<file path="config.mk">
export PLATFORM = sky130hd
export DESIGN_NAME = delay_config_regs_flat
export DESIGN_NICKNAME = d
export VERILOG_FILES = /design/src/apb_delay_pkg.sv /design/src/delay_cfg_if.sv /design/src/apb_if.sv /design/src/delay_config_regs.sv /design/src/flat_wrapper.sv
export VERILOG_INCLUDE_DIRS = /design/src /design/src/src
export SDC_FILE = /design/constraint.sdc
export NUM_CORES = 1
export LEC_CHECK = 0
export ABC_AREA = 1
export CORE_MARGIN = 2
export CORE_UTILIZATION = 50
export CTS_BUF_LIST = sky130_fd_sc_hd__clkbuf_4
export CTS_CLUSTER_SIZE = 10
export DETAILED_ROUTE_END_ITERATION = 10
export DONT_BUFFER_PORTS = 1
export MAX_ROUTING_LAYER = met4
export PLACE_DENSITY = 0.74
export REMOVE_ABC_BUFFERS = 1
export SYNTH_ARGS = -nofsm -noshare
export SYNTH_HDL_FRONTEND = slang
export SYNTH_SLANG_ARGS = --single-unit
</file>
<file path="constraint.sdc">
create_clock -name clock -period 1.8 [get_ports clock]
set_clock_uncertainty 0.2 [all_clocks]
set_input_delay 0 -clock clock [delete_from_list [all_inputs] [get_ports clock]]
set_output_delay 0 -clock clock [all_outputs]
set_load 0.01 [all_outputs]
</file>
<file path="src/apb_delay_macros.svh">
`ifndef APB_DELAY_MACROS_SVH
`define APB_DELAY_MACROS_SVH

// Bus widths.
`define APB_AW 32
`define APB_DW 32
`define APB_SW 4

// Address regions by the top nibble of paddr.
`define CFG_REGION    4'h1
`define MEM_REGION_LO 4'hA

`define MEM_WORDS 256

// Delay settings and their reset values.
`define RATIO_W         8
`define COUNT_W         16
`define RATIO_RESET     8'd3
`define WINDOW_LO_RESET 4'hA
`define WINDOW_HI_RESET 4'hB
`define ENABLE_RESET    1'b1

`endif
</file>
<file path="src/apb_delay_pkg.sv">
package apb_delay_pkg;

    // Delayer FSM states.
    typedef enum logic [1:0] {
        DELAY_IDLE    = 2'd0,
        DELAY_REQUEST = 2'd1,
        DELAY_HOLD    = 2'd2
    } delay_state_t;

    // Word offsets inside the register block.
    typedef enum logic [1:0] {
        CFG_RATIO  = 2'd0,
        CFG_WINDOW = 2'd1,
        CFG_ENABLE = 2'd2
    } cfg_reg_t;

endpackage

</file>
<file path="src/delay_cfg_if.sv">
`timescale 1ns/1ps

`include "apb_delay_macros.svh"

interface delay_cfg_if;
    logic [`RATIO_W-1:0] ratio;
    logic [3:0]          window_lo;
    logic [3:0]          window_hi;
    logic                delay_enable;

    modport source (output ratio, window_lo, window_hi, delay_enable);
    modport sink   (input  ratio, window_lo, window_hi, delay_enable);
endinterface

</file>
<file path="src/apb_if.sv">
`timescale 1ns/1ps

`include "apb_delay_macros.svh"

interface apb_if;
    logic [`APB_AW-1:0] paddr;
    logic               psel;
    logic               penable;
    logic [2:0]         pprot;
    logic               pwrite;
    logic [`APB_DW-1:0] pwdata;
    logic [`APB_SW-1:0] pstrb;
    logic               pready;
    logic [`APB_DW-1:0] prdata;
    logic               pslverr;

    modport requester (
        output paddr, psel, penable, pprot, pwrite, pwdata, pstrb,
        input  pready, prdata, pslverr
    );

    modport completer (
        input  paddr, psel, penable, pprot, pwrite, pwdata, pstrb,
        output pready, prdata, pslverr
    );
endinterface

</file>
<file path="src/delay_config_regs.sv">
`timescale 1ns/1ps

`include "apb_delay_macros.svh"

module delay_config_regs (
    input logic          clock,
    input logic          reset,
    apb_if.completer     bus,
    delay_cfg_if.source  cfg
);
    import apb_delay_pkg::*;

    logic [`RATIO_W-1:0] ratio;
    logic [3:0]          window_lo;
    logic [3:0]          window_hi;
    logic                delay_enable;
    cfg_reg_t            offset;
    logic                access;
    logic                bad_offset;

    assign offset     = cfg_reg_t'(bus.paddr[3:2]);
    assign access     = bus.psel & bus.penable;
    assign bad_offset = (bus.paddr[3:2] == 2'd3);

    // Window packs low bound in byte 0 and high bound in byte 1.
    always_ff @(posedge clock or posedge reset) begin
        if (reset) begin
            ratio        <= `RATIO_RESET;
            window_lo    <= `WINDOW_LO_RESET;
            window_hi    <= `WINDOW_HI_RESET;
            delay_enable <= `ENABLE_RESET;
        end else if (access && bus.pwrite) begin
            case (offset)
                CFG_RATIO: if (bus.pstrb[0]) ratio <= bus.pwdata[`RATIO_W-1:0];
                CFG_WINDOW: begin
                    if (bus.pstrb[0]) window_lo <= bus.pwdata[3:0];
                    if (bus.pstrb[1]) window_hi <= bus.pwdata[11:8];
                end
                CFG_ENABLE: if (bus.pstrb[0]) delay_enable <= bus.pwdata[0];
                default: ;
            endcase
        end
    end

    always_comb begin
        bus.prdata = '0;
        case (offset)
            CFG_RATIO:  bus.prdata[`RATIO_W-1:0] = ratio;
            CFG_WINDOW: bus.prdata[11:0] = {window_hi, 4'h0, window_lo};
            CFG_ENABLE: bus.prdata[0] = delay_enable;
            default:    bus.prdata = '0;
        endcase
    end

    assign bus.pready  = access;
    assign bus.pslverr = access & bad_offset;

    assign cfg.ratio        = ratio;
    assign cfg.window_lo    = window_lo;
    assign cfg.window_hi    = window_hi;
    assign cfg.delay_enable = delay_enable;

endmodule

</file>
<file path="src/flat_wrapper.sv">
// flat-port wrapper written by rule: the top's interface ports become plain ports
module delay_config_regs_flat import apb_delay_pkg::*;
  (clock, reset, bus_paddr, bus_psel, bus_penable, bus_pprot, bus_pwrite, bus_pwdata, bus_pstrb, bus_pready, bus_prdata, bus_pslverr, cfg_ratio, cfg_window_lo, cfg_window_hi, cfg_delay_enable);
  apb_if bus_i ();
  delay_cfg_if cfg_i ();
  input logic clock;
  input logic reset;
  input wire logic [$bits(bus_i.paddr)-1:0] bus_paddr;
  input wire logic [$bits(bus_i.psel)-1:0] bus_psel;
  input wire logic [$bits(bus_i.penable)-1:0] bus_penable;
  input wire logic [$bits(bus_i.pprot)-1:0] bus_pprot;
  input wire logic [$bits(bus_i.pwrite)-1:0] bus_pwrite;
  input wire logic [$bits(bus_i.pwdata)-1:0] bus_pwdata;
  input wire logic [$bits(bus_i.pstrb)-1:0] bus_pstrb;
  output wire logic [$bits(bus_i.pready)-1:0] bus_pready;
  output wire logic [$bits(bus_i.prdata)-1:0] bus_prdata;
  output wire logic [$bits(bus_i.pslverr)-1:0] bus_pslverr;
  output wire logic [$bits(cfg_i.ratio)-1:0] cfg_ratio;
  output wire logic [$bits(cfg_i.window_lo)-1:0] cfg_window_lo;
  output wire logic [$bits(cfg_i.window_hi)-1:0] cfg_window_hi;
  output wire logic [$bits(cfg_i.delay_enable)-1:0] cfg_delay_enable;
  assign bus_i.paddr = bus_paddr;
  assign bus_i.psel = bus_psel;
  assign bus_i.penable = bus_penable;
  assign bus_i.pprot = bus_pprot;
  assign bus_i.pwrite = bus_pwrite;
  assign bus_i.pwdata = bus_pwdata;
  assign bus_i.pstrb = bus_pstrb;
  assign bus_pready = bus_i.pready;
  assign bus_prdata = bus_i.prdata;
  assign bus_pslverr = bus_i.pslverr;
  assign cfg_ratio = cfg_i.ratio;
  assign cfg_window_lo = cfg_i.window_lo;
  assign cfg_window_hi = cfg_i.window_hi;
  assign cfg_delay_enable = cfg_i.delay_enable;
  delay_config_regs u_core (.clock(clock), .reset(reset), .bus(bus_i), .cfg(cfg_i));
endmodule
</file>
# Yosys cells after proc, flatten, opt, wreduce, memory -nomap -nowiden
# Index checks and enable logic that the tools add are counted.
dict set report totals {
  output_inout_bits 51
  input_bits 76
  reg_bits 17
  word_cells 18
}
dict set report classes {
  muxes 3
  eq_ne 3
  n_reduce_logical 6
  bitwise_logic 2
}
# op n
set op_table {}
lappend op_table {{7-bit one-hot mux with 2 select lines} 1}
lappend op_table {{3-bit AND reduction} 4}
lappend op_table {{2-bit equality test (second input constant)} 2}
lappend op_table {{4-bit two-way mux} 1}
lappend op_table {{1-bit one-hot mux with 3 select lines} 1}
lappend op_table {{1-bit bitwise AND} 2}
lappend op_table {{2-bit by 1-bit equality test with 1-bit output (second input constant)} 1}
lappend op_table {{2-bit logical NOT} 1}
lappend op_table {{1-bit logical AND} 1}

# Longest topological paths before layout
dict set report depth {
  depth_word 3
  depth_mapped 6
  ltp_nobuf 5
}

# Worst setup path after synthesis
# OpenSTA, ideal clock, no wires.
dict set report synth_path {
  path_kind {register to output}
  start {register u_core.ratio[1] (netlist: u_core.cfg.ratio[1])}
  end {output port bus_prdata[1]}
  stages_incl_launch_ff 3
  required_ps 1600
  path_buffers 0
  t_arrival_ps 868
  path_slack_ps 732
  cell_sequence {dfstp_2 > inv_1 > o21ai_0}
}
dict set report synth_via {
  elab_chain_cells 1
}
# element line_no
set synth_rtl {}
lappend synth_rtl {{from (decl)} delay_config_regs.sv:13} ;# logic [`RATIO_W-1:0] ratio;
lappend synth_rtl {{from (signal assigned)} delay_config_regs.sv:28} ;# ratio <= `RATIO_RESET;
lappend synth_rtl {{from (signal assigned)} delay_config_regs.sv:34} ;# CFG_RATIO: if (bus.pstrb[0]) ratio <= bus.pwdata[`RATIO_W-1:0];
lappend synth_rtl {{7-bit one-hot mux with 2 select lines} delay_config_regs.sv:47} ;# case (offset)
lappend synth_rtl {{to (decl)} flat_wrapper.sv:16} ;# output wire logic [$bits(bus_i.prdata)-1:0] bus_prdata;
# No other way between the ends.

==> results.toml <==
[detailed_routing]
avgViaCountPerCell = 5.15
dr.max_layer_used = "met4"
num_vias = 1072
drc = 0
wl_met3_um = 274
ant_nets = 0
drt-total-wl_mm = 3.13
initialDrtViolationCount = 41
wl_met2_mm = 1.73
drtPass1Iterations = 4
wl_met1_mm = 1.07
wire_per_inst_um = 15.1

[worst_setup_path]
crit_family = "buffers and inverters"
crit_chain = "dlygate4sd3_1 -> nand2_1 -> dlygate4sd3_1 -> nand2_1 -> dlygate4sd3_1"
startpoint = "bus_pwdata[8]"
crit_path_start_kind = "primary input"
crit_buf_inv = 3
required_ns = 1.83
crit_fanout = 1
max_stage_delay_ns = 0.58
cpMaxStageDelayCell = "dlygate4sd3_1"
cp-end-kind = "flip-flop"
worstPathArrival_ns = 1.81
path_common_cell = "dlygate4sd3_1"
crit_type = "in2reg"
r2r_start = "u_core.cfg.window_hi[0]"

[synthesis]
synth-seq-cells = 17
syn_avg_cell_area_um2 = 8.00
yosys_warnings = 0
synth_cells = 141
yosys.area.top_type = "dfrtp_1"
syn_area_mm2 = 0.00113
yosys-top-cells-area = "dfrtp_1, dfstp_2, buf_4, nand2_1, nand3_1"
synth-xor-area-share_pct = 0
yosysUniqueCellTypes = 21
synth-simple-area-share_pct = 27.3
async_reset_ff_share_pct = 100
synthAdderAreaFrac_pct = 0
synth_edf_count = 0
synthMuxAreaShare_pct = 0
synth_top_area_share_pct = 20.0
synth_seq_area_share_pct = 38.6
synth_most_common_cell = "nand2_1"
ys.flop_type = "dfrtp_1"
synth_top_family_by_area = "simple AND/OR/NAND/NOR gates"
synth_compound_area_share_pct = 11.3
synthTopCellsByCount = "nand2_1, buf_4, inv_1"

[place]
gp_congestion = 0.746
numPortBuffers = 0
hpwl_mm = 1.88

[global_routing]
grt_max_degree = 18
antenna_found_initial = 0
grt_usage_pct = 24.7
grt_overflow_total = 0
first_global_vias = 1083
grt_first_pass_wirelength_mm = 4.68

[power]
vdd_drop_max_uv = 639
internal_power_mw = 0.713
swShare_pct = 36.8
power_density_mw_per_mm2 = 765
pwr-share-seq_pct = 53.2
p_sw_mw = 0.415
p_comb_share_pct = 27.8
p_leak_nw = 0.696
pwr-share-clk_pct = 19.0
p_total_mw = 1.13

[clocking]
clock_sink_count = 17
cts_tree = "yes"
cts-htree-levels = 1
cts_setup_buffers = 0
cts_root_buffer = "clkbuf_4"
cts.clk_slew.worst_paths_ns = 0.11
cts_buffer_depth = 2
insertion_delay_ns = 0.30
numCtsBuffers = 3

[finish]
area_delta_synth_final_pct = 30.7
nFillCells = 156
fin_nets = 257
antennaDiodeCount = 0
drive_gt1_share_pct = 12.8

[die]
start_util_pct = 52.0
num_rows = 17
die_w_um = 51.5
die-area_mm2 = 0.00265
core_area_mm2 = 0.00217
ios = 127
fp.dieH_um = 51.5

[timing]
fin_crit_sh_pct = 98.7
finalMaxSlewViolations = 0
worst_slew_pin_slew_ns = 0.653
setup_viol = 0
fin_crit_ns = 1.78
max_freq_ghz = 0.563
grt_setup_unrepaired = "no"
finalSetupTns_ns = 0
hold_violations = 0
max_slew_margin_pct = 56.4

[min_path]
hold_path_class = "in2out"
hold_path_startpoint = "bus_paddr[2]"

[flow_run]
max_cap_violations = 0

[outcome]
status = "complete, no violations"
[flip-flops by register name, summed over array words and instances (netlist names)]
name and count:
u_core.cfg.ratio 8, u_core.cfg.window_hi 4, u_core.cfg.window_lo 4, u_core.cfg.delay_enable 1
[worst reg2reg max path, cell delays in order, from the launching register on]
cell	delay [ns]
dfstp_2	0.58
o21ai_0	0.14
nand2_1	0.10
dlygate4sd3_1	0.55
[path summary, 6_finish.rpt]
path                       slack, ns  cells after the start                       to
setup / recovery                0.02                      5  u_core.cfg.window_hi[0]
hold / removal                0.0003                      2            bus_prdata[0]
setup reg to reg                0.17                      3  u_core.cfg.window_hi[0]
hold reg to reg                 0.35                      2  u_core.cfg.window_lo[1]
max in group asynchronous       0.96                      2  u_core.cfg.window_hi[2]
min in group asynchronous       0.02                      2      u_core.cfg.ratio[4]
[cell type report]
cell class	count	area (um2)	share of cell area [%]
Multi-Input combinational cell	102	510	34.6
Clock buffer	3	22.5	1.53
Inverter	18	75.1	5.09
Tap cell	28	35.0	2.38
Clock inverter	1	5.00	0.340
Timing Repair Buffer	39	390	26.5
Sequential cell	17	435	29.5
[placed cells by master (no fill, tap or decap)]
master,Yosys,routed
dfstp_2,8,8
buf_4,20,1
o21bai_1,8,8
nor2_1,10,10
conb_1,1,20
nand3_1,14,14
o211ai_1,1,1
clkinv_2,0,1
nand2_1,28,28
o21ai_0,12,12
nor3_1,1,1
dfrtp_1,9,9
inv_1,16,16
clkbuf_4,0,3
nor2_8,1,1
nand3_2,3,3
dlymetal6s4s_1,0,1
nand2_2,1,1
inv_4,1,1
nor2_4,2,2
dlygate4sd3_1,0,37
nand2_4,1,1
inv_6,1,1
[through the flow]
| step | cell area [um2] | instances | setup WS [ns] | util [%] | hold WS (ns) |
|---|---|---|---|---|---|
| 2_1_floorplan | 1020 | 137 | 0.732 | - | -0.280 |
| 3_3_place_gp | 1060 | 166 | 0.633 | 49.0 | -0.203 |
| 3_5_place_dp | 1060 | 166 | 0.634 | 49.0 | -0.186 |
| 4_1_cts | 1470 | 208 | 0.0354 | 67.8 | 0.00512 |
| 5_1_grt | 1470 | 208 | 0.0142 | 67.9 | 0.0168 |
| 6_report | 1470 | 208 | 0.0239 | 67.9 | 0.000322 |
[power by group through the flow]
| stage | clock [mW] | sequential [mW] | combinational (mW) |
|---|---|---|---|
| after floorplan | 0 | 0.580 | 0.182 |
| after global placement | 0 | 0.602 | 0.205 |
| after detailed placement | 0 | 0.603 | 0.218 |
| after CTS | 0.214 | 0.598 | 0.301 |
| after global routing | 0.234 | 0.608 | 0.349 |
| final | 0.215 | 0.600 | 0.313 |
[metal layers]
layer  global-route usage (%)  vias to the layer above
li1                         -                      480
met1                     24.5                      511
met5                        -                        -
met4                     9.65                        0
met3                     4.39                        6
met2                     47.2                       75
[logic make-up after synthesis]
| group | count (synthesis) |
|---|---|
| and+or+nand+nor | 61 |
| AOI/OAI and AO/OA | 21 |
| DFF | 17 |
| buffers and inverters | 41 |
| other | 1 |
[repair_timing]
action                                  in CTS  in global routing
gates resized for setup                      0                  1
endpoints found under the hold margin       36                  2
endpoints found under the setup margin       0                  2
hold buffers                                38                  1
Power figures use the tool's default switching activity.
