--- src/apb_delay_macros.svh ---
`ifndef APB_DELAY_MACROS_SVH
`define APB_DELAY_MACROS_SVH

// Bus widths.
`define APB_AW 32
`define APB_DW 32
`define APB_SW 4

// Address regions by the top nibble of paddr.
`define CFG_REGION    4'h1
`define MEM_REGION_LO 4'hA

`define MEM_WORDS 256

// Delay settings and their reset values.
`define RATIO_W         8
`define COUNT_W         16
`define RATIO_RESET     8'd3
`define WINDOW_LO_RESET 4'hA
`define WINDOW_HI_RESET 4'hB
`define ENABLE_RESET    1'b1

`endif
--- src/apb_if.sv ---
`timescale 1ns/1ps

`include "apb_delay_macros.svh"

interface apb_if;
    logic [`APB_AW-1:0] paddr;
    logic               psel;
    logic               penable;
    logic [2:0]         pprot;
    logic               pwrite;
    logic [`APB_DW-1:0] pwdata;
    logic [`APB_SW-1:0] pstrb;
    logic               pready;
    logic [`APB_DW-1:0] prdata;
    logic               pslverr;

    modport requester (
        output paddr, psel, penable, pprot, pwrite, pwdata, pstrb,
        input  pready, prdata, pslverr
    );

    modport completer (
        input  paddr, psel, penable, pprot, pwrite, pwdata, pstrb,
        output pready, prdata, pslverr
    );
endinterface

--- src/apb_splitter.sv ---
`timescale 1ns/1ps

`include "apb_delay_macros.svh"

module apb_splitter (
    apb_if.completer host,
    apb_if.requester cfg,
    apb_if.requester mem
);
    logic [3:0] region;
    logic       sel_cfg;
    logic       sel_mem;

    assign region  = host.paddr[`APB_AW-1 -: 4];
    assign sel_cfg = (region == `CFG_REGION);
    assign sel_mem = (region >= `MEM_REGION_LO);

    // Register block branch.
    assign cfg.paddr   = host.paddr;
    assign cfg.psel    = host.psel & sel_cfg;
    assign cfg.penable = host.penable;
    assign cfg.pprot   = host.pprot;
    assign cfg.pwrite  = host.pwrite;
    assign cfg.pwdata  = host.pwdata;
    assign cfg.pstrb   = host.pstrb;

    // Memory branch.
    assign mem.paddr   = host.paddr;
    assign mem.psel    = host.psel & sel_mem;
    assign mem.penable = host.penable;
    assign mem.pprot   = host.pprot;
    assign mem.pwrite  = host.pwrite;
    assign mem.pwdata  = host.pwdata;
    assign mem.pstrb   = host.pstrb;

    always_comb begin
        if (sel_cfg) begin
            host.pready  = cfg.pready;
            host.prdata  = cfg.prdata;
            host.pslverr = cfg.pslverr;
        end else if (sel_mem) begin
            host.pready  = mem.pready;
            host.prdata  = mem.prdata;
            host.pslverr = mem.pslverr;
        end else begin
            // Unmapped address gets an immediate error.
            host.pready  = 1'b1;
            host.prdata  = '0;
            host.pslverr = 1'b1;
        end
    end

endmodule

--- src/flat_wrapper.sv ---
// flat-port wrapper written by rule: the top's interface ports become plain ports
module apb_splitter_flat 
  (host_paddr, host_psel, host_penable, host_pprot, host_pwrite, host_pwdata, host_pstrb, host_pready, host_prdata, host_pslverr, cfg_paddr, cfg_psel, cfg_penable, cfg_pprot, cfg_pwrite, cfg_pwdata, cfg_pstrb, cfg_pready, cfg_prdata, cfg_pslverr, mem_paddr, mem_psel, mem_penable, mem_pprot, mem_pwrite, mem_pwdata, mem_pstrb, mem_pready, mem_prdata, mem_pslverr);
  apb_if host_i ();
  apb_if cfg_i ();
  apb_if mem_i ();
  input wire logic [$bits(host_i.paddr)-1:0] host_paddr;
  input wire logic [$bits(host_i.psel)-1:0] host_psel;
  input wire logic [$bits(host_i.penable)-1:0] host_penable;
  input wire logic [$bits(host_i.pprot)-1:0] host_pprot;
  input wire logic [$bits(host_i.pwrite)-1:0] host_pwrite;
  input wire logic [$bits(host_i.pwdata)-1:0] host_pwdata;
  input wire logic [$bits(host_i.pstrb)-1:0] host_pstrb;
  output wire logic [$bits(host_i.pready)-1:0] host_pready;
  output wire logic [$bits(host_i.prdata)-1:0] host_prdata;
  output wire logic [$bits(host_i.pslverr)-1:0] host_pslverr;
  output wire logic [$bits(cfg_i.paddr)-1:0] cfg_paddr;
  output wire logic [$bits(cfg_i.psel)-1:0] cfg_psel;
  output wire logic [$bits(cfg_i.penable)-1:0] cfg_penable;
  output wire logic [$bits(cfg_i.pprot)-1:0] cfg_pprot;
  output wire logic [$bits(cfg_i.pwrite)-1:0] cfg_pwrite;
  output wire logic [$bits(cfg_i.pwdata)-1:0] cfg_pwdata;
  output wire logic [$bits(cfg_i.pstrb)-1:0] cfg_pstrb;
  input wire logic [$bits(cfg_i.pready)-1:0] cfg_pready;
  input wire logic [$bits(cfg_i.prdata)-1:0] cfg_prdata;
  input wire logic [$bits(cfg_i.pslverr)-1:0] cfg_pslverr;
  output wire logic [$bits(mem_i.paddr)-1:0] mem_paddr;
  output wire logic [$bits(mem_i.psel)-1:0] mem_psel;
  output wire logic [$bits(mem_i.penable)-1:0] mem_penable;
  output wire logic [$bits(mem_i.pprot)-1:0] mem_pprot;
  output wire logic [$bits(mem_i.pwrite)-1:0] mem_pwrite;
  output wire logic [$bits(mem_i.pwdata)-1:0] mem_pwdata;
  output wire logic [$bits(mem_i.pstrb)-1:0] mem_pstrb;
  input wire logic [$bits(mem_i.pready)-1:0] mem_pready;
  input wire logic [$bits(mem_i.prdata)-1:0] mem_prdata;
  input wire logic [$bits(mem_i.pslverr)-1:0] mem_pslverr;
  assign host_i.paddr = host_paddr;
  assign host_i.psel = host_psel;
  assign host_i.penable = host_penable;
  assign host_i.pprot = host_pprot;
  assign host_i.pwrite = host_pwrite;
  assign host_i.pwdata = host_pwdata;
  assign host_i.pstrb = host_pstrb;
  assign host_pready = host_i.pready;
  assign host_prdata = host_i.prdata;
  assign host_pslverr = host_i.pslverr;
  assign cfg_paddr = cfg_i.paddr;
  assign cfg_psel = cfg_i.psel;
  assign cfg_penable = cfg_i.penable;
  assign cfg_pprot = cfg_i.pprot;
  assign cfg_pwrite = cfg_i.pwrite;
  assign cfg_pwdata = cfg_i.pwdata;
  assign cfg_pstrb = cfg_i.pstrb;
  assign cfg_i.pready = cfg_pready;
  assign cfg_i.prdata = cfg_prdata;
  assign cfg_i.pslverr = cfg_pslverr;
  assign mem_paddr = mem_i.paddr;
  assign mem_psel = mem_i.psel;
  assign mem_penable = mem_i.penable;
  assign mem_pprot = mem_i.pprot;
  assign mem_pwrite = mem_i.pwrite;
  assign mem_pwdata = mem_i.pwdata;
  assign mem_pstrb = mem_i.pstrb;
  assign mem_i.pready = mem_pready;
  assign mem_i.prdata = mem_prdata;
  assign mem_i.pslverr = mem_pslverr;
  apb_splitter u_core (.host(host_i), .cfg(cfg_i), .mem(mem_i));
endmodule
--- config.mk ---
export PLATFORM = sky130hd
export DESIGN_NAME = apb_splitter_flat
export DESIGN_NICKNAME = d
export VERILOG_FILES = /design/src/apb_if.sv /design/src/apb_splitter.sv /design/src/flat_wrapper.sv
export VERILOG_INCLUDE_DIRS = /design/src /design/src/src
export SDC_FILE = /design/constraint.sdc
export NUM_CORES = 1
export LEC_CHECK = 0
export BUFFER_PORTS_ARGS = -buffer_cell sky130_fd_sc_hd__buf_2
export CAP_MARGIN = 20
export CORE_AREA = 4 4 125 127
export DETAILED_ROUTE_END_ITERATION = 8
export DIE_AREA = 0 0 129 131
export GPL_TIMING_DRIVEN = 1
export SLEW_MARGIN = 5
export SYNTH_ARGS = -nofsm -noshare
export SYNTH_HDL_FRONTEND = slang
export SYNTH_SLANG_ARGS = --single-unit
--- constraint.sdc ---
create_clock -name vclk -period 2.2
set_clock_uncertainty 0.15 [all_clocks]
set_input_delay 0.44 -clock vclk [all_inputs]
set_output_delay 0.44 -clock vclk [all_outputs]
set_load 0.01 [all_outputs]
# Word-level counts from Yosys, hierarchy flattened

Cells that the tools add are included.

Muxes and demuxes: 6
Bitwise logic cells: 2
Equality and inequality tests: 1
Order comparisons: 1

Operators by type and width:

| cell               | count |
|---|---|
| $mux 32            | 2 |
| $eq 4x1->1 const B | 1 |
| $ge 4x4->1 const B | 1 |
| $mux 1             | 4 |
| $and 1x1->1        | 2 |

Output and inout port bits: 182
Word-level logic and storage cells: 10
Bits in registers: 0
Input bits: 142

# Logic depth before layout (Yosys ltp)

Gate-level depths: netlist of the first run.

Word-level depth: 3
Mapped depth: 4
Mapped depth without buffers: 2

# Worst setup path after synthesis of the first run

OpenSTA, ideal clock, no wires.

Path type: input to output
Start: input host_paddr[31]
End: output cfg_psel
Path slack: 0.255 ns
Path buffers: 2
Data required time: 1.610 ns
Arrival time: 1.355 ns
Cell stages on the path: 4
Cell sequence: buf_6 -> nor4b_4 -> buf_6 -> and2_1

Word-level cells in the longest chain between the ends: 2

RTL lines:

| element                     | RTL line           | source |
|---|---|---|
| start, declared             | flat_wrapper.sv:7  | `input wire logic [$bits(host_i.paddr)-1:0] host_paddr;` |
| $eq 4x1->1 (no source line) | -                  |  |
| $and 1x1->1                 | apb_splitter.sv:20 | `assign cfg.psel = host.psel & sel_cfg;` |
| end, declared               | flat_wrapper.sv:18 | `output wire logic [$bits(cfg_i.psel)-1:0] cfg_psel;` |

Every way passes these cells.

# Worst setup path after layout of the first run

Start: input host_paddr[30]
End: output host_prdata[8]

Word-level cells in the longest chain between the ends: 3
Elaborated cells on any way between the ends: 4
Those cells by class: order compare: 1; eq/ne: 1; mux: 2

RTL lines:

| element                     | RTL line           | source |
|---|---|---|
| $ge 4x4->1 (no source line) | -                  |  |
| $mux 32                     | apb_splitter.sv:41 | `end else if (sel_mem) begin` |
| $mux 32 *                   | apb_splitter.sv:37 | `if (sel_cfg) begin` |
| end, declared               | flat_wrapper.sv:15 | `output wire logic [$bits(host_i.prdata)-1:0] host_prdata;` |

Mark *: on every way between the ends. The rest lies on a longest branch, timed or not.

==> results of run 1 <==
-- through the flow --
step | instance area [um^2] | hold WS (ns)
floorplan | 1620 | 0.822
global placement | 1310 | 0.730
detailed placement | 1310 | 0.730
CTS | 1310 | 0.730
global route | 1310 | 0.730
finish | 1310 | 0.730
-- power by group --
part	leakage, nW	internal, mW	switching, mW
registers	0	0	0
clock network	0	0	0
logic	0.798	0.126	0.109
-- per-layer routing --
metal / GRT usage / wire [um] / vias up
met5: 0 / 0 / -
met3: 0.0142 / 496 / 33
met1: 0.0418 / 1360 / 464
met2: 0.0945 / 2500 / 107
met4: 0.0259 / 214 / 0
li1: - / - / 469
-- logic make-up after synthesis --
group | count (synthesis) | synth area share
AO/OA/AOI/OAI | 34 | 0.233
buffers and inverters | 161 | 0.741
AND/OR/NAND/NOR | 4 | 0.0262
-- critical path: cells and delay by family --
family                 cells  cell delay [ns]
buffers and inverters      3             0.44
AOI/OAI and AO/OA          1             0.28
and+or+nand+nor            1             0.26
-- layout make-up --
type | count | share of cell area
multi-input combinational | 38 | 0.322
tap | 184 | 0.176
timing repair buffer | 121 | 0.490
inverter | 4 | 0.0115
-- synth_stat cells (all sizes together) --
master / instances / share of area
a32o: 32 / 0.22
a32oi: 2 / 0.011
and2: 1 / 0.0039
and3: 1 / 0.0039
buf: 153 / 0.71
clkbuf: 1 / 0.0023
dlygate4sd1: 3 / 0.016
inv: 4 / 0.0093
nor4b: 1 / 0.015
or2: 1 / 0.0039
-- how the worst max path moves through the flow --
stage                               from              end  slack, ns  depth (start not counted)
after CTS                 host_paddr[30]   host_prdata[8]       0.17                          5
after floorplan           host_paddr[31]         cfg_psel       0.26                          4
after detailed placement  host_paddr[30]   host_prdata[8]       0.18                          5
after global placement    host_paddr[30]   host_prdata[8]       0.19                          5
final                     host_paddr[30]   host_prdata[8]       0.17                          5
after global routing      host_paddr[30]  host_prdata[21]       0.14                          5
==> results.py, run 1 <==
metrics = {
    "cells_and_area": {
        "final_util": 0.0906,
        "finalNonFillerCells": 347,
        "n_clock_buffer": 0,
        "multi_input_area_um2": 420,
        "diodes": 0,
        "drive_gt1_frac": 0.945,
        "layout_common_cells": "buf_2 (117), a32o_2 (32), inv_1 (4)",
        "fillCellCount": 1732,
        "register_area_um2": 0,
        "seq_cell_count": 0,
        "mostFrequentLayoutCell": "buf_2",
        "synthToLayoutAreaGrowth_pct": -19.4,
        "fin_nets": 307,
    },
    "drt": {
        "drt_iter0_markers": 35,
        "num_vias": 1073,
        "ant_nets": 0,
        "wire_per_inst_um": 13.2,
        "drt-total-wl_um": 4570,
        "firstDrtPassIters": 4,
        "drc": 0,
        "via_per_inst": 3.09,
    },
    "timing": {
        "timing.final.ws_setup_ns": 0.174,
        "finalSetupViolCount": 0,
        "relSlewSlack": 0.829,
        "min_period_ns": 2.03,
        "hold_viol": 0,
        "final.setup.tns_ns": 0,
        "rsz0062_at_grt": "false",
        "worst_pin_slew_ns": 0.256,
        "max_freq_mhz": 494,
        "report.final.slew_viol_count": 0,
        "period_share": 0.921,
    },
    "floorplan": {
        "die_area_um2": 16900,
        "die_h_um": 131,
        "num_io_pins": 324,
        "start_util": 0.112,
        "core-area_um2": 14400,
        "die_w_um": 129,
        "row_count": 44,
    },
    "worst_setup_path": {
        "crit_fanout": 35,
        "required_ns": 1.61,
        "slowest_stage": "a32o_2",
        "endpoint_kind": "output port",
        "path_cells": "buf_2 > or2_1 > buf_12 > a32o_2 > buf_2",
        "setup.worst_path.start_class": "input pin",
        "cp_common_cell": "buf_2",
        "worstPathArrival_ns": 1.44,
        "critical-path-max-stage-delay_ns": 0.28,
        "path_class": "input pin to output port",
    },
    "status": {
        "outcome": "completed",
    },
    "global_route": {
        "grt_max_degree": 36,
        "grt-ovfl-total": 0,
        "globalRouteTotalUtil": 0.0473,
        "grt_pass1_vias": 1220,
        "antenna_found_initial": 0,
        "grt_pass1_wl_um": 6470,
    },
    "hold_path": {
        "hold-path-endpoint": "mem_paddr[9]",
        "min_path_type": "input pin to output port",
        "whs_path_depth": 0,
        "worstHoldStart": "host_paddr[9]",
    },
    "place": {
        "placed_cells_incl_taps": 347,
        "port_buffers": 117,
        "place_ws_ns": 0.176,
        "dp.final_hpwl_um": 4000,
        "gp_congestion": 0.758,
    },
    "flow_run": {
        "maxCapViolations": 0,
    },
    "logic_synthesis": {
        "syn_area_um2": 1620,
        "ys_seq_area_frac": 0,
        "synth.distinct_cells": 12,
        "syn_inst": 199,
        "ys_warn_count": 0,
        "syn_avg_cell_area_um2": 8.15,
        "syn-num-nets": 341,
    },
    "clocking": {
        "postCtsHoldBufs": 0,
        "cts_setup_buffers": 0,
        "ctsResizeCount": 0,
    },
    "pwr": {
        "p_leak_nw": 0.798,
        "ir_drop_v": 0.0000387,
        "power_density_nw_per_um2": 180,
        "power_mw": 0.235,
    },
}
Note: power is estimated with default switching activity, not from simulation.
==> run 2, diff against run 1 <==
==> constraint.sdc (replaced) <==
create_clock -name vclk -period 1.9
set_clock_uncertainty 0.15 [all_clocks]
set_input_delay 0.38 -clock vclk [all_inputs]
set_output_delay 0.38 -clock vclk [all_outputs]
set_load 0.01 [all_outputs]
==> run 2 against run 1 <==
Worst hold slack got worse by 0.12 ns. Core utilization increased by 2.2 points. Total power increased by 50%. Global-route usage increased by 0.30 points. Highest routed layer unchanged. Critical path depth increased by 1. Combinational power increased by 50%. Sequential share of layout area unchanged. Design area increased by 25%. Cell count increased by 2.6%. Wire length increased by 23%. Worst setup slack got worse by 0.17 ns. Die area unchanged.
==> results.py, run 2 (synthesized netlist as in run 1, its figures left out) <==
metrics = {
    "drt": {
        "wire_per_inst_um": 15.8,
        "drt_iter0_markers": 20,
        "via_per_inst": 3.21,
        "dr_wl_met3_um": 546,
        "firstDrtPassIters": 4,
        "drt-total-wl_um": 5640,
        "ant_nets": 0,
        "num_vias": 1144,
        "drc": 0,
        "met1Wirelength_um": 1850,
        "top_layer": "met4",
        "wl_met2_um": 3000,
    },
    "pwr": {
        "clkPwrFrac": 0,
        "ir_drop_v": 0.0000528,
        "p_leak_nw": 0.909,
        "p_sw_mw": 0.147,
        "seqPwrFrac": 0,
        "power_density_nw_per_um2": 217,
        "p_int_mw": 0.206,
        "p_sw_frac": 0.416,
        "combPwrFrac": 1.000,
    },
    "cells_and_area": {
        "fin_area_um2": 1630,
        "fillCellCount": 1689,
        "mostFrequentLayoutCell": "buf_2",
        "register_area_um2": 0,
        "final_util": 0.113,
        "diodes": 0,
        "layout_common_cells": "buf_2 (93), a32o_2 (32), buf_6 (24), inv_1 (4), buf_4 (4)",
        "synthToLayoutAreaGrowth_pct": 0.309,
        "seq_cell_count": 0,
        "fin_nets": 316,
        "drive_gt1_frac": 0.953,
        "n_clock_buffer": 0,
        "finalNonFillerCells": 356,
    },
    "worst_setup_path": {
        "path_cells": "buf_8 > nor4b_4 > buf_6 > clkbuf_16 > a32o_2 > buf_6",
        "path_class": "input pin to output port",
        "required_ns": 1.37,
        "path_buf_inv": 4,
        "critical-path-max-stage-delay_ns": 0.27,
        "cp_common_cell": "buf_6",
        "slowest_stage": "nor4b_4",
        "path_delay_family": "buffers and inverters",
        "setup.worst_path.start_class": "input pin",
        "crit_fanout": 9,
        "worstPathArrival_ns": 1.36,
        "crit_cells": 6,
        "endpoint_kind": "output port",
    },
    "floorplan": {
        "start_util": 0.112,
        "die_h_um": 131,
        "die_w_um": 129,
        "die_area_um2": 16900,
        "core-area_um2": 14400,
        "num_io_pins": 324,
        "row_count": 44,
    },
    "status": {
        "outcome": "completed",
    },
    "global_route": {
        "grt_max_degree": 36,
        "antenna_found_initial": 0,
        "globalRouteTotalUtil": 0.0504,
        "grt-ovfl-total": 0,
        "grt_pass1_vias": 1160,
        "grt_pass1_wl_um": 6780,
    },
    "timing": {
        "relSlewSlack": 0.864,
        "max_freq_mhz": 528,
        "timing.final.ws_setup_ns": 0.00545,
        "finalSetupViolCount": 0,
        "report.final.slew_viol_count": 0,
        "min_period_ns": 1.89,
        "worst_pin_slew_ns": 0.203,
        "hold-worst-slack_ns": 0.610,
        "period_share": 0.997,
        "rsz0062_at_grt": "true",
        "hold_viol": 0,
    },
    "place": {
        "port_buffers": 117,
        "post_dp_cell_area_um2": 1340,
        "gp_congestion": 0.784,
        "placed_cells_incl_taps": 350,
        "place_ws_ns": -0.00558,
        "dp.final_hpwl_um": 4010,
    },
    "hold_path": {
        "min_path_type": "input pin to output port",
        "whs_path_depth": 0,
    },
    "clocking": {
        "postCtsHoldBufs": 0,
    },
    "flow_run": {
        "maxCapViolations": 0,
    },
}
[run 2: cell count changes in the layout (fill, tap and decap cells not counted), sizes merged]
cell    before  now
buf        121  127
clkbuf       0    3
[run 2: worst paths after layout]
kind           start              end  slack [ns]
max   host_paddr[30]  host_prdata[30]       0.005
min    host_paddr[9]     mem_paddr[9]        0.61
[run 2: cell type report]
type,instances,area (um^2),share of cell area
inverter,4,15.0,0.00923
tap,184,230,0.142
multi-input combinational,38,423,0.260
timing repair buffer,130,958,0.589
[run 2: repair_timing]
action,4_1_cts,5_1_grt
resized for setup,2,29
buffers inserted,0,1
setup endpoints to repair,8,33
pin swaps,0,3
cloned,1,4
[run 2: power by group through the flow]
stage | Combinational, mW | Clock [mW] | Sequential, mW
2_1_floorplan | 0.435 | 0 | 0
3_3_place_gp | 0.282 | 0 | 0
3_5_place_dp | 0.283 | 0 | 0
4_1_cts | 0.295 | 0 | 0
5_1_grt | 0.378 | 0 | 0
6_report | 0.353 | 0 | 0
[run 2: layer usage]
metal,track usage,vias up
met5,0,-
met4,0.0259,0
met3,0.0154,35
met2,0.0976,103
met1,0.0474,516
li1,-,490
[run 2: through the flow]
stage | total power [mW] | setup TNS (ns)
after floorplan | 0.435 | 0
after global placement | 0.282 | 0
after detailed placement | 0.283 | -0.0117
after CTS | 0.295 | 0
after global routing | 0.378 | -0.486
final | 0.353 | 0
