[src/apb_delay_macros.svh]
`ifndef APB_DELAY_MACROS_SVH
`define APB_DELAY_MACROS_SVH

// Bus widths.
`define APB_AW 32
`define APB_DW 32
`define APB_SW 4

// Address regions by the top nibble of paddr.
`define CFG_REGION    4'h1
`define MEM_REGION_LO 4'hA

`define MEM_WORDS 256

// Delay settings and their reset values.
`define RATIO_W         8
`define COUNT_W         16
`define RATIO_RESET     8'd3
`define WINDOW_LO_RESET 4'hA
`define WINDOW_HI_RESET 4'hB
`define ENABLE_RESET    1'b1

`endif
[src/apb_delay_pkg.sv]
package apb_delay_pkg;

    // Delayer FSM states.
    typedef enum logic [1:0] {
        DELAY_IDLE    = 2'd0,
        DELAY_REQUEST = 2'd1,
        DELAY_HOLD    = 2'd2
    } delay_state_t;

    // Word offsets inside the register block.
    typedef enum logic [1:0] {
        CFG_RATIO  = 2'd0,
        CFG_WINDOW = 2'd1,
        CFG_ENABLE = 2'd2
    } cfg_reg_t;

endpackage

[src/delay_cfg_if.sv]
`timescale 1ns/1ps

`include "apb_delay_macros.svh"

interface delay_cfg_if;
    logic [`RATIO_W-1:0] ratio;
    logic [3:0]          window_lo;
    logic [3:0]          window_hi;
    logic                delay_enable;

    modport source (output ratio, window_lo, window_hi, delay_enable);
    modport sink   (input  ratio, window_lo, window_hi, delay_enable);
endinterface

[src/apb_if.sv]
`timescale 1ns/1ps

`include "apb_delay_macros.svh"

interface apb_if;
    logic [`APB_AW-1:0] paddr;
    logic               psel;
    logic               penable;
    logic [2:0]         pprot;
    logic               pwrite;
    logic [`APB_DW-1:0] pwdata;
    logic [`APB_SW-1:0] pstrb;
    logic               pready;
    logic [`APB_DW-1:0] prdata;
    logic               pslverr;

    modport requester (
        output paddr, psel, penable, pprot, pwrite, pwdata, pstrb,
        input  pready, prdata, pslverr
    );

    modport completer (
        input  paddr, psel, penable, pprot, pwrite, pwdata, pstrb,
        output pready, prdata, pslverr
    );
endinterface

[src/apb_delayer.sv]
`timescale 1ns/1ps

`include "apb_delay_macros.svh"

module apb_delayer (
    input logic        clock,
    input logic        reset,
    apb_if.completer   upstream,
    apb_if.requester   downstream,
    delay_cfg_if.sink  cfg
);
    import apb_delay_pkg::*;

    delay_state_t        state;
    logic [`COUNT_W-1:0] count;
    logic [`COUNT_W-1:0] ratio_ext;
    logic [`APB_DW-1:0]  rdata_q;
    logic                slverr_q;
    logic [3:0]          region;
    logic                in_window;
    logic                setup;
    logic                release_now;

    // Request side is untouched.
    assign downstream.paddr   = upstream.paddr;
    assign downstream.psel    = upstream.psel;
    assign downstream.penable = upstream.penable;
    assign downstream.pprot   = upstream.pprot;
    assign downstream.pwrite  = upstream.pwrite;
    assign downstream.pwdata  = upstream.pwdata;
    assign downstream.pstrb   = upstream.pstrb;

    assign region    = upstream.paddr[`APB_AW-1 -: 4];
    assign in_window = cfg.delay_enable &&
                       (region >= cfg.window_lo) && (region < cfg.window_hi);
    assign setup     = upstream.psel & ~upstream.penable;
    assign ratio_ext = {{(`COUNT_W-`RATIO_W){1'b0}}, cfg.ratio};

    always_ff @(posedge clock or posedge reset) begin
        if (reset) begin
            state <= DELAY_IDLE;
        end else begin
            case (state)
                DELAY_IDLE:    if (setup && in_window) state <= DELAY_REQUEST;
                DELAY_REQUEST: if (downstream.pready) state <= DELAY_HOLD;
                DELAY_HOLD:    if (count == '0) state <= DELAY_IDLE;
                default:       state <= DELAY_IDLE;
            endcase
        end
    end

    // Grows by ratio per completer wait cycle, then drains in hold.
    always_ff @(posedge clock or posedge reset) begin
        if (reset) begin
            count <= '0;
        end else begin
            case (state)
                DELAY_REQUEST: if (!downstream.pready) count <= count + ratio_ext;
                DELAY_HOLD:    if (count != '0) count <= count - 1'b1;
                default:       count <= '0;
            endcase
        end
    end

    always_ff @(posedge clock) begin
        if (state == DELAY_REQUEST && downstream.pready) begin
            rdata_q  <= downstream.prdata;
            slverr_q <= downstream.pslverr;
        end
    end

    assign release_now = (state == DELAY_HOLD) && (count == '0);

    always_comb begin
        if (state == DELAY_IDLE) begin
            upstream.pready  = downstream.pready;
            upstream.prdata  = downstream.prdata;
            upstream.pslverr = downstream.pslverr;
        end else if (release_now) begin
            upstream.pready  = 1'b1;
            upstream.prdata  = rdata_q;
            upstream.pslverr = slverr_q;
        end else begin
            // Still stretching.
            upstream.pready  = 1'b0;
            upstream.prdata  = '0;
            upstream.pslverr = 1'b0;
        end
    end

endmodule

[src/flat_wrapper.sv]
// flat-port wrapper written by rule: the top's interface ports become plain ports
module apb_delayer_flat import apb_delay_pkg::*;
  (clock, reset, upstream_paddr, upstream_psel, upstream_penable, upstream_pprot, upstream_pwrite, upstream_pwdata, upstream_pstrb, upstream_pready, upstream_prdata, upstream_pslverr, downstream_paddr, downstream_psel, downstream_penable, downstream_pprot, downstream_pwrite, downstream_pwdata, downstream_pstrb, downstream_pready, downstream_prdata, downstream_pslverr, cfg_ratio, cfg_window_lo, cfg_window_hi, cfg_delay_enable);
  apb_if upstream_i ();
  apb_if downstream_i ();
  delay_cfg_if cfg_i ();
  input logic clock;
  input logic reset;
  input wire logic [$bits(upstream_i.paddr)-1:0] upstream_paddr;
  input wire logic [$bits(upstream_i.psel)-1:0] upstream_psel;
  input wire logic [$bits(upstream_i.penable)-1:0] upstream_penable;
  input wire logic [$bits(upstream_i.pprot)-1:0] upstream_pprot;
  input wire logic [$bits(upstream_i.pwrite)-1:0] upstream_pwrite;
  input wire logic [$bits(upstream_i.pwdata)-1:0] upstream_pwdata;
  input wire logic [$bits(upstream_i.pstrb)-1:0] upstream_pstrb;
  output wire logic [$bits(upstream_i.pready)-1:0] upstream_pready;
  output wire logic [$bits(upstream_i.prdata)-1:0] upstream_prdata;
  output wire logic [$bits(upstream_i.pslverr)-1:0] upstream_pslverr;
  output wire logic [$bits(downstream_i.paddr)-1:0] downstream_paddr;
  output wire logic [$bits(downstream_i.psel)-1:0] downstream_psel;
  output wire logic [$bits(downstream_i.penable)-1:0] downstream_penable;
  output wire logic [$bits(downstream_i.pprot)-1:0] downstream_pprot;
  output wire logic [$bits(downstream_i.pwrite)-1:0] downstream_pwrite;
  output wire logic [$bits(downstream_i.pwdata)-1:0] downstream_pwdata;
  output wire logic [$bits(downstream_i.pstrb)-1:0] downstream_pstrb;
  input wire logic [$bits(downstream_i.pready)-1:0] downstream_pready;
  input wire logic [$bits(downstream_i.prdata)-1:0] downstream_prdata;
  input wire logic [$bits(downstream_i.pslverr)-1:0] downstream_pslverr;
  input wire logic [$bits(cfg_i.ratio)-1:0] cfg_ratio;
  input wire logic [$bits(cfg_i.window_lo)-1:0] cfg_window_lo;
  input wire logic [$bits(cfg_i.window_hi)-1:0] cfg_window_hi;
  input wire logic [$bits(cfg_i.delay_enable)-1:0] cfg_delay_enable;
  assign upstream_i.paddr = upstream_paddr;
  assign upstream_i.psel = upstream_psel;
  assign upstream_i.penable = upstream_penable;
  assign upstream_i.pprot = upstream_pprot;
  assign upstream_i.pwrite = upstream_pwrite;
  assign upstream_i.pwdata = upstream_pwdata;
  assign upstream_i.pstrb = upstream_pstrb;
  assign upstream_pready = upstream_i.pready;
  assign upstream_prdata = upstream_i.prdata;
  assign upstream_pslverr = upstream_i.pslverr;
  assign downstream_paddr = downstream_i.paddr;
  assign downstream_psel = downstream_i.psel;
  assign downstream_penable = downstream_i.penable;
  assign downstream_pprot = downstream_i.pprot;
  assign downstream_pwrite = downstream_i.pwrite;
  assign downstream_pwdata = downstream_i.pwdata;
  assign downstream_pstrb = downstream_i.pstrb;
  assign downstream_i.pready = downstream_pready;
  assign downstream_i.prdata = downstream_prdata;
  assign downstream_i.pslverr = downstream_pslverr;
  assign cfg_i.ratio = cfg_ratio;
  assign cfg_i.window_lo = cfg_window_lo;
  assign cfg_i.window_hi = cfg_window_hi;
  assign cfg_i.delay_enable = cfg_delay_enable;
  apb_delayer u_core (.clock(clock), .reset(reset), .upstream(upstream_i), .downstream(downstream_i), .cfg(cfg_i));
endmodule
[config.mk]
export PLATFORM = sky130hd
export DESIGN_NAME = apb_delayer_flat
export DESIGN_NICKNAME = d
export VERILOG_FILES = /design/src/apb_delay_pkg.sv /design/src/delay_cfg_if.sv /design/src/apb_if.sv /design/src/apb_delayer.sv /design/src/flat_wrapper.sv
export VERILOG_INCLUDE_DIRS = /design/src /design/src/src
export SDC_FILE = /design/constraint.sdc
export NUM_CORES = 1
export LEC_CHECK = 0
export ABC_AREA = 1
export BUFFER_PORTS_ARGS = -buffer_cell sky130_fd_sc_hd__buf_2
export CORE_ASPECT_RATIO = 0.9
export CORE_MARGIN = 3
export CORE_UTILIZATION = 50
export DETAILED_ROUTE_END_ITERATION = 12
export PLACE_DENSITY = 0.88
export SYNTH_ARGS = -nofsm -noshare
export SYNTH_HDL_FRONTEND = slang
export SYNTH_SLANG_ARGS = --single-unit
[constraint.sdc]
create_clock -name clock -period 4.92 [get_ports clock]
set_clock_uncertainty 0.05 [all_clocks]
set_input_delay 0.246 -clock clock [delete_from_list [all_inputs] [get_ports clock]]
set_output_delay 0.246 -clock clock [all_outputs]
set_load 0.03 [all_outputs]
# Word level (Yosys, flattened, before mapping)
# Cells that the tools add are included.
dict set report totals {
  reg_bits 51
  latch_bits 0
  ramBits 0
  rom_bits 0
  in_bits 127
  word_cells 40
  mem_count 0
}
dict set report classes {
  n_addsub 2
  multipliers 0
  div 0
  magnitude_cmp 2
  eq_ne 7
  shifts 0
  mux 13
  n_bitwise 2
  n_reduce_logical 10
}
# op n
set op_table {}
lappend op_table {{two-way mux 32 bit} 2}
lappend op_table {{two-way mux 16 bit} 2}
lappend op_table {{case mux 16 bit (2 select lines)} 1}
lappend op_table {{adder 16 x 8 -> 16 bit} 1}
lappend op_table {{zero test 16 bit} 1}
lappend op_table {{nonzero test 16 bit} 1}
lappend op_table {{subtractor 16 x 1 -> 16 bit (second input constant)} 1}
lappend op_table {{two-way mux 2 bit} 3}
lappend op_table {{!= test 2 x 1 -> 1 bit (second input constant)} 3}
lappend op_table {{case mux 2 bit (3 select lines)} 1}
lappend op_table {{logical AND 1 bit} 5}
lappend op_table {{greater-or-equal comparator 4 bit} 1}
lappend op_table {{less-than comparator 4 bit} 1}
lappend op_table {{two-way mux 1 bit} 4}
lappend op_table {{!= test 2 bit (second input constant)} 2}
lappend op_table {{AND reduction 3 bit} 1}
lappend op_table {{== test 2 x 1 -> 1 bit (second input constant)} 1}
lappend op_table {{== test 2 bit (second input constant)} 1}
lappend op_table {{zero test 2 bit} 1}
lappend op_table {{AND reduction 2 bit} 1}
lappend op_table {{bitwise AND 1 bit} 1}
lappend op_table {{NOT 1 bit} 1}

# Longest topological paths before layout
dict set report depth {
  depth_word 6
  mapped_depth 20
}

# Worst setup path after synthesis
# No wires, ideal clock.
dict set report synth_timing {
  kind {flip-flop to flip-flop}
  start {reg u_core.state[0]}
  end {reg u_core.count[14]}
  arrival_ps 2287
  required_ps 4753
  slack_ps 2466
  stages_incl_launch_ff 17
  n_path_buf 1
  synth_period_minus_slack_ps 2454
  path_cell_list {dfrtp_1 > inv_1 > ha_1 > inv_1 > clkbuf_1 > nand2_1 > ha_1 > inv_1 > fa_1 > nand2_1 > nand2_1 > nand3b_1 > nand2_1 > nand2_1 > nand3_1 > nand3_1 > nand2_1}
}
dict set report synth_between {
  elab_chain_cells 3
  elab_cells_between_ends 6
  cone_classes {eq/ne (4); mux (1); reduce/logical (1)}
}
# element line
set synth_rtl {}
lappend synth_rtl {{start, declared} apb_delayer.sv:14} ;# delay_state_t state;
lappend synth_rtl {{start signal, assigned} apb_delayer.sv:41} ;# state <= DELAY_IDLE;
lappend synth_rtl {{start signal, assigned} apb_delayer.sv:44} ;# DELAY_IDLE: if (setup && in_window) state <= DELAY_REQUEST;
lappend synth_rtl {{start signal, assigned} apb_delayer.sv:45} ;# DELAY_REQUEST: if (downstream.pready) state <= DELAY_HOLD;
lappend synth_rtl {{== test 2 bit or == test 2 x 1 -> 1 bit (tied branches)} apb_delayer.sv:57} ;# case (state)
lappend synth_rtl {{!= test 2 x 1 -> 1 bit (no source line) or != test 2 bit (tied branches)} n/a}
lappend synth_rtl {{AND reduction 2 bit (no source line)} n/a}
lappend synth_rtl {{end signal, assigned} apb_delayer.sv:58} ;# DELAY_REQUEST: if (!downstream.pready) count <= count + ratio_ext;
lappend synth_rtl {{end signal, assigned} apb_delayer.sv:59} ;# DELAY_HOLD: if (count != '0) count <= count - 1'b1;
lappend synth_rtl {{end, declared} apb_delayer.sv:15} ;# logic [`COUNT_W-1:0] count;
# Parallel ways exist; a longest one is shown, timed or not.
# A chain may end at the register's enable or synchronous reset.

# Worst setup path in the final report
dict set report layout_timing {
  start {reg u_core.state[0]}
  end {out upstream_prdata[1]}
}
dict set report layout_between {
  elab_chain_cells 4
  elab_cells_between_ends 5
  cone_classes {eq/ne (1); mux (2); reduce/logical (2)}
}
# element line
set layout_rtl {}
lappend layout_rtl {{== test 2 bit} apb_delayer.sv:72} ;# assign release_now = (state == DELAY_HOLD) && (count == '0);
lappend layout_rtl {{logical AND 1 bit} apb_delayer.sv:72}
lappend layout_rtl {{two-way mux 32 bit} apb_delayer.sv:79} ;# end else if (release_now) begin
lappend layout_rtl {{two-way mux 32 bit (*)} apb_delayer.sv:75} ;# if (state == DELAY_IDLE) begin
lappend layout_rtl {{end, declared} flat_wrapper.sv:17} ;# output wire logic [$bits(upstream_i.prdata)-1:0] upstream_prdata;
# Every way passes the cells marked *; elsewhere a longest branch is shown, timed or not.

==> flow_summary.toml <==
[run_status]
status = "complete, no violations"

[grt]
overflow = 0
grt_pass1_vias = 3375
grt_pass1_wl_um = 15600
antenna_found_initial = 0
track_usage_pct = 19.1
grt_start_max_net_pins = 36

[timing]
timing.fmax_mhz = 359
worst_pin_slew_ns = 1.18
finalCritPeriodShare_pct = 56.6
maxSlewHeadroom_pct = 21.1
hold_ws_ns = 0.00361
hold_viol = 0
setup_viol = 0
maxSlewViolCount = 0
min_period_ns = 2.78
rsz0062_at_grt = "false"
finalSetupTns_ns = 0

[placement]
placed_area_mm2 = 0.00439
gp_congestion = 0.915
dp.final_hpwl_um = 7600
port_buffers = 98

[cts]
insertion_delay_ns = 0.31
postCtsHoldBufs = 0
post_cts_resized = 0
h-tree-depth = 2
postCtsSetupBuffers = 0
clock_sinks = 51
numCtsBuffers = 5
clockRootBuffer = "clkbuf_8"
clk_path_buf_depth = 2
cts.clk_slew.worst_paths_ns = 0.10
cts_tree = "yes"

[synthesis]
synthCells = 574
yosysTopAreaCell = "edfxtp_1"
synth_seq_cells = 51
yosysWarnings = 0
yosys-top-cells-area = "edfxtp_1, nand2_1, buf_4, dfrtp_1, inv_1"
synth_nets = 732
synth_top_area_share_pct = 22.6
netlist_area_mm2 = 0.00438
syn_avg_cell_area_um2 = 7.63
synth_cell_type_count = 32
yosysSeqAreaShare_pct = 32.9

[cells_and_area]
final_core_util_pct = 54.4
antennaDiodeCount = 0
fillers = 774
synthToLayoutAreaGrowth_pct = 2.54
fin_nets = 755
layout-drive-gt1-share_pct = 25.6
fin_area_mm2 = 0.00449

[run]
drv_cap = 0

[drt]
via_per_inst = 4.94
drtIter0Drc = 213
wl_um = 9490
dr.pass1.iters = 5
drc = 0
wl_per_cell_um = 13.3
via_count = 3525
ant_nets = 0

[die]
die_x_um = 105
start_util_pct = 53.0
dieArea_mm2 = 0.00992
fp.dieH_um = 94.8
rows = 31
core-area_mm2 = 0.00826
io_pins = 235

[worst_setup_path]
worstSetupPathType = "register to output pin"
critPathRequiredTime_ns = 4.62
path_max_fanout = 34
worstPathArrival_ns = 2.49
start_kind = "register"
crit_path_end_kind = "output pin"

[hold_path]
hold_class = "input pin to asynchronous set/reset pin"

[power]
p_switching_uw = 1170
p_total_uw = 2310
intPower_uw = 1140
clockPowerShare_pct = 11.2
pwr-share-comb_pct = 61.7
power.leakage_uw = 0.00249
vdd_drop_max_mv = 0.177
seq_power_share_pct = 27.1
sw_frac_of_total_pct = 50.5
p_per_area_mw_per_mm2 = 515
power by group through the flow:
| stage | clock network (uW) | logic (uW) | registers (uW) |
|---|---|---|---|
| final | 259 | 1430 | 628 |
| after global routing | 280 | 1570 | 636 |
| after CTS | 261 | 1420 | 626 |
| after detailed placement | 0 | 1420 | 634 |
| after global placement | 0 | 1360 | 629 |
| after floorplan | 0 | 1210 | 615 |
path summary, 6_finish.rpt:
kind	cells after the start	endpoint	startpoint	slack, ns
max in group asynchronous	2	u_core.state[1]$_DFFE_PP0P_	reset	4.33
min	2	u_core.count[14]$_DFFE_PP0P_	reset	0.004
max reg2reg	16	u_core.count[10]$_DFFE_PP0P_	u_core.state[0]$_DFFE_PP0P_	2.15
max	5	upstream_prdata[1]	u_core.state[0]$_DFFE_PP0P_	2.14
min reg2reg	2	u_core.count[0]$_DFFE_PP0P_	u_core.count[0]$_DFFE_PP0P_	0.45
min in group clock	1	u_core.rdata_q[5]$_DFFE_PP_	downstream_prdata[5]	0.08
layout make-up:
type / count / area [um^2] / area share (%)
clock buffers: 6 / 82.6 / 1.84
clock inverters: 2 / 16.3 / 0.362
inverters: 102 / 383 / 8.53
multi-input cells: 338 / 1930 / 42.9
flip-flops and latches: 51 / 1440 / 32.1
well taps: 115 / 144 / 3.20
repair buffers: 99 / 498 / 11.1
cells by family after synthesis:
group	Yosys count	synth area share, %
AO/OA/AOI/OAI	63	10.6
XOR/XNOR	8	1.60
adder cells (fa/ha/maj)	31	9.03
buffers and inverters	185	23.1
flip-flops	51	32.9
AND/OR/NAND/NOR	236	22.8
per-stage QoR:
step                std cells  setup slack, ns
floorplan                 574             2.47
global placement          705             2.33
detailed placement        705             2.19
CTS                       713             2.15
global route              713             1.94
finish                    713             2.14
routing by layer:
layer  wire length, um  up-vias  global-route usage, %
met5                 0        -                      0
met4               178        0                   6.56
met3               742       28                   4.72
met2              4250      161                   31.8
met1              4330     1589                   24.6
li1                  -     1747                      -
layout by cell type, fill, tap and decap left out:
| master | n |
|---|---|
| buf_4 | 1 |
| clkinvlp_4 | 1 |
| buf_2 | 98 |
| o21bai_1 | 1 |
| a21oi_2 | 2 |
| o21ai_2 | 36 |
| fa_1 | 1 |
| nand2_1 | 166 |
| nand3_1 | 22 |
| nand4_4 | 1 |
| inv_2 | 1 |
| nand2_4 | 1 |
| nor2_1 | 30 |
| dfrtp_1 | 18 |
| nand2_8 | 1 |
| xnor2_1 | 7 |
| xor2_1 | 1 |
| nand3b_1 | 4 |
| and2_1 | 2 |
| nand3_2 | 1 |
| edfxtp_1 | 33 |
| nor2_2 | 3 |
| nor3_1 | 3 |
| clkinv_4 | 1 |
| ha_1 | 30 |
| inv_1 | 101 |
| o21ai_0 | 12 |
| nand4_1 | 2 |
| o211ai_1 | 1 |
| o21ai_1 | 1 |
| clkbuf_8 | 6 |
| a21oi_1 | 10 |
worst max-delay path, cell delays in order (launching register included):
cell	delay, ns
dfrtp_1	0.42
inv_1	0.10
ha_1	0.40
nand4_4	0.62
o21ai_0	0.38
buf_2	0.25
synthesized netlist by cell type:
cell type and count:
o21ai_1 1, inv_1 101, a21oi_2 2, nand2_8 1
and2_1 2, o21ai_0 12, nor2_1 30, inv_2 1
buf_12 1, clkbuf_1 4, nor3_1 3, buf_2 1
o21bai_1 1, nor2_2 3, edfxtp_1 33, nand2_4 1
xor2_1 1, buf_6 3, dfrtp_1 18, o21ai_2 36
o211ai_1 1, nand3_2 1, fa_1 1, ha_1 30
nand4_1 2, nand2_1 166, nand4_4 1, buf_4 74
a21oi_1 10, nand3_1 22, xnor2_1 7, nand3b_1 4
flip-flops by register name, summed over array words and instances, names as in the netlist:
register         cells
u_core.state         2
u_core.rdata_q      32
u_core.count        16
u_core.slverr_q      1
No activity file was read; power rests on OpenSTA's default activity.
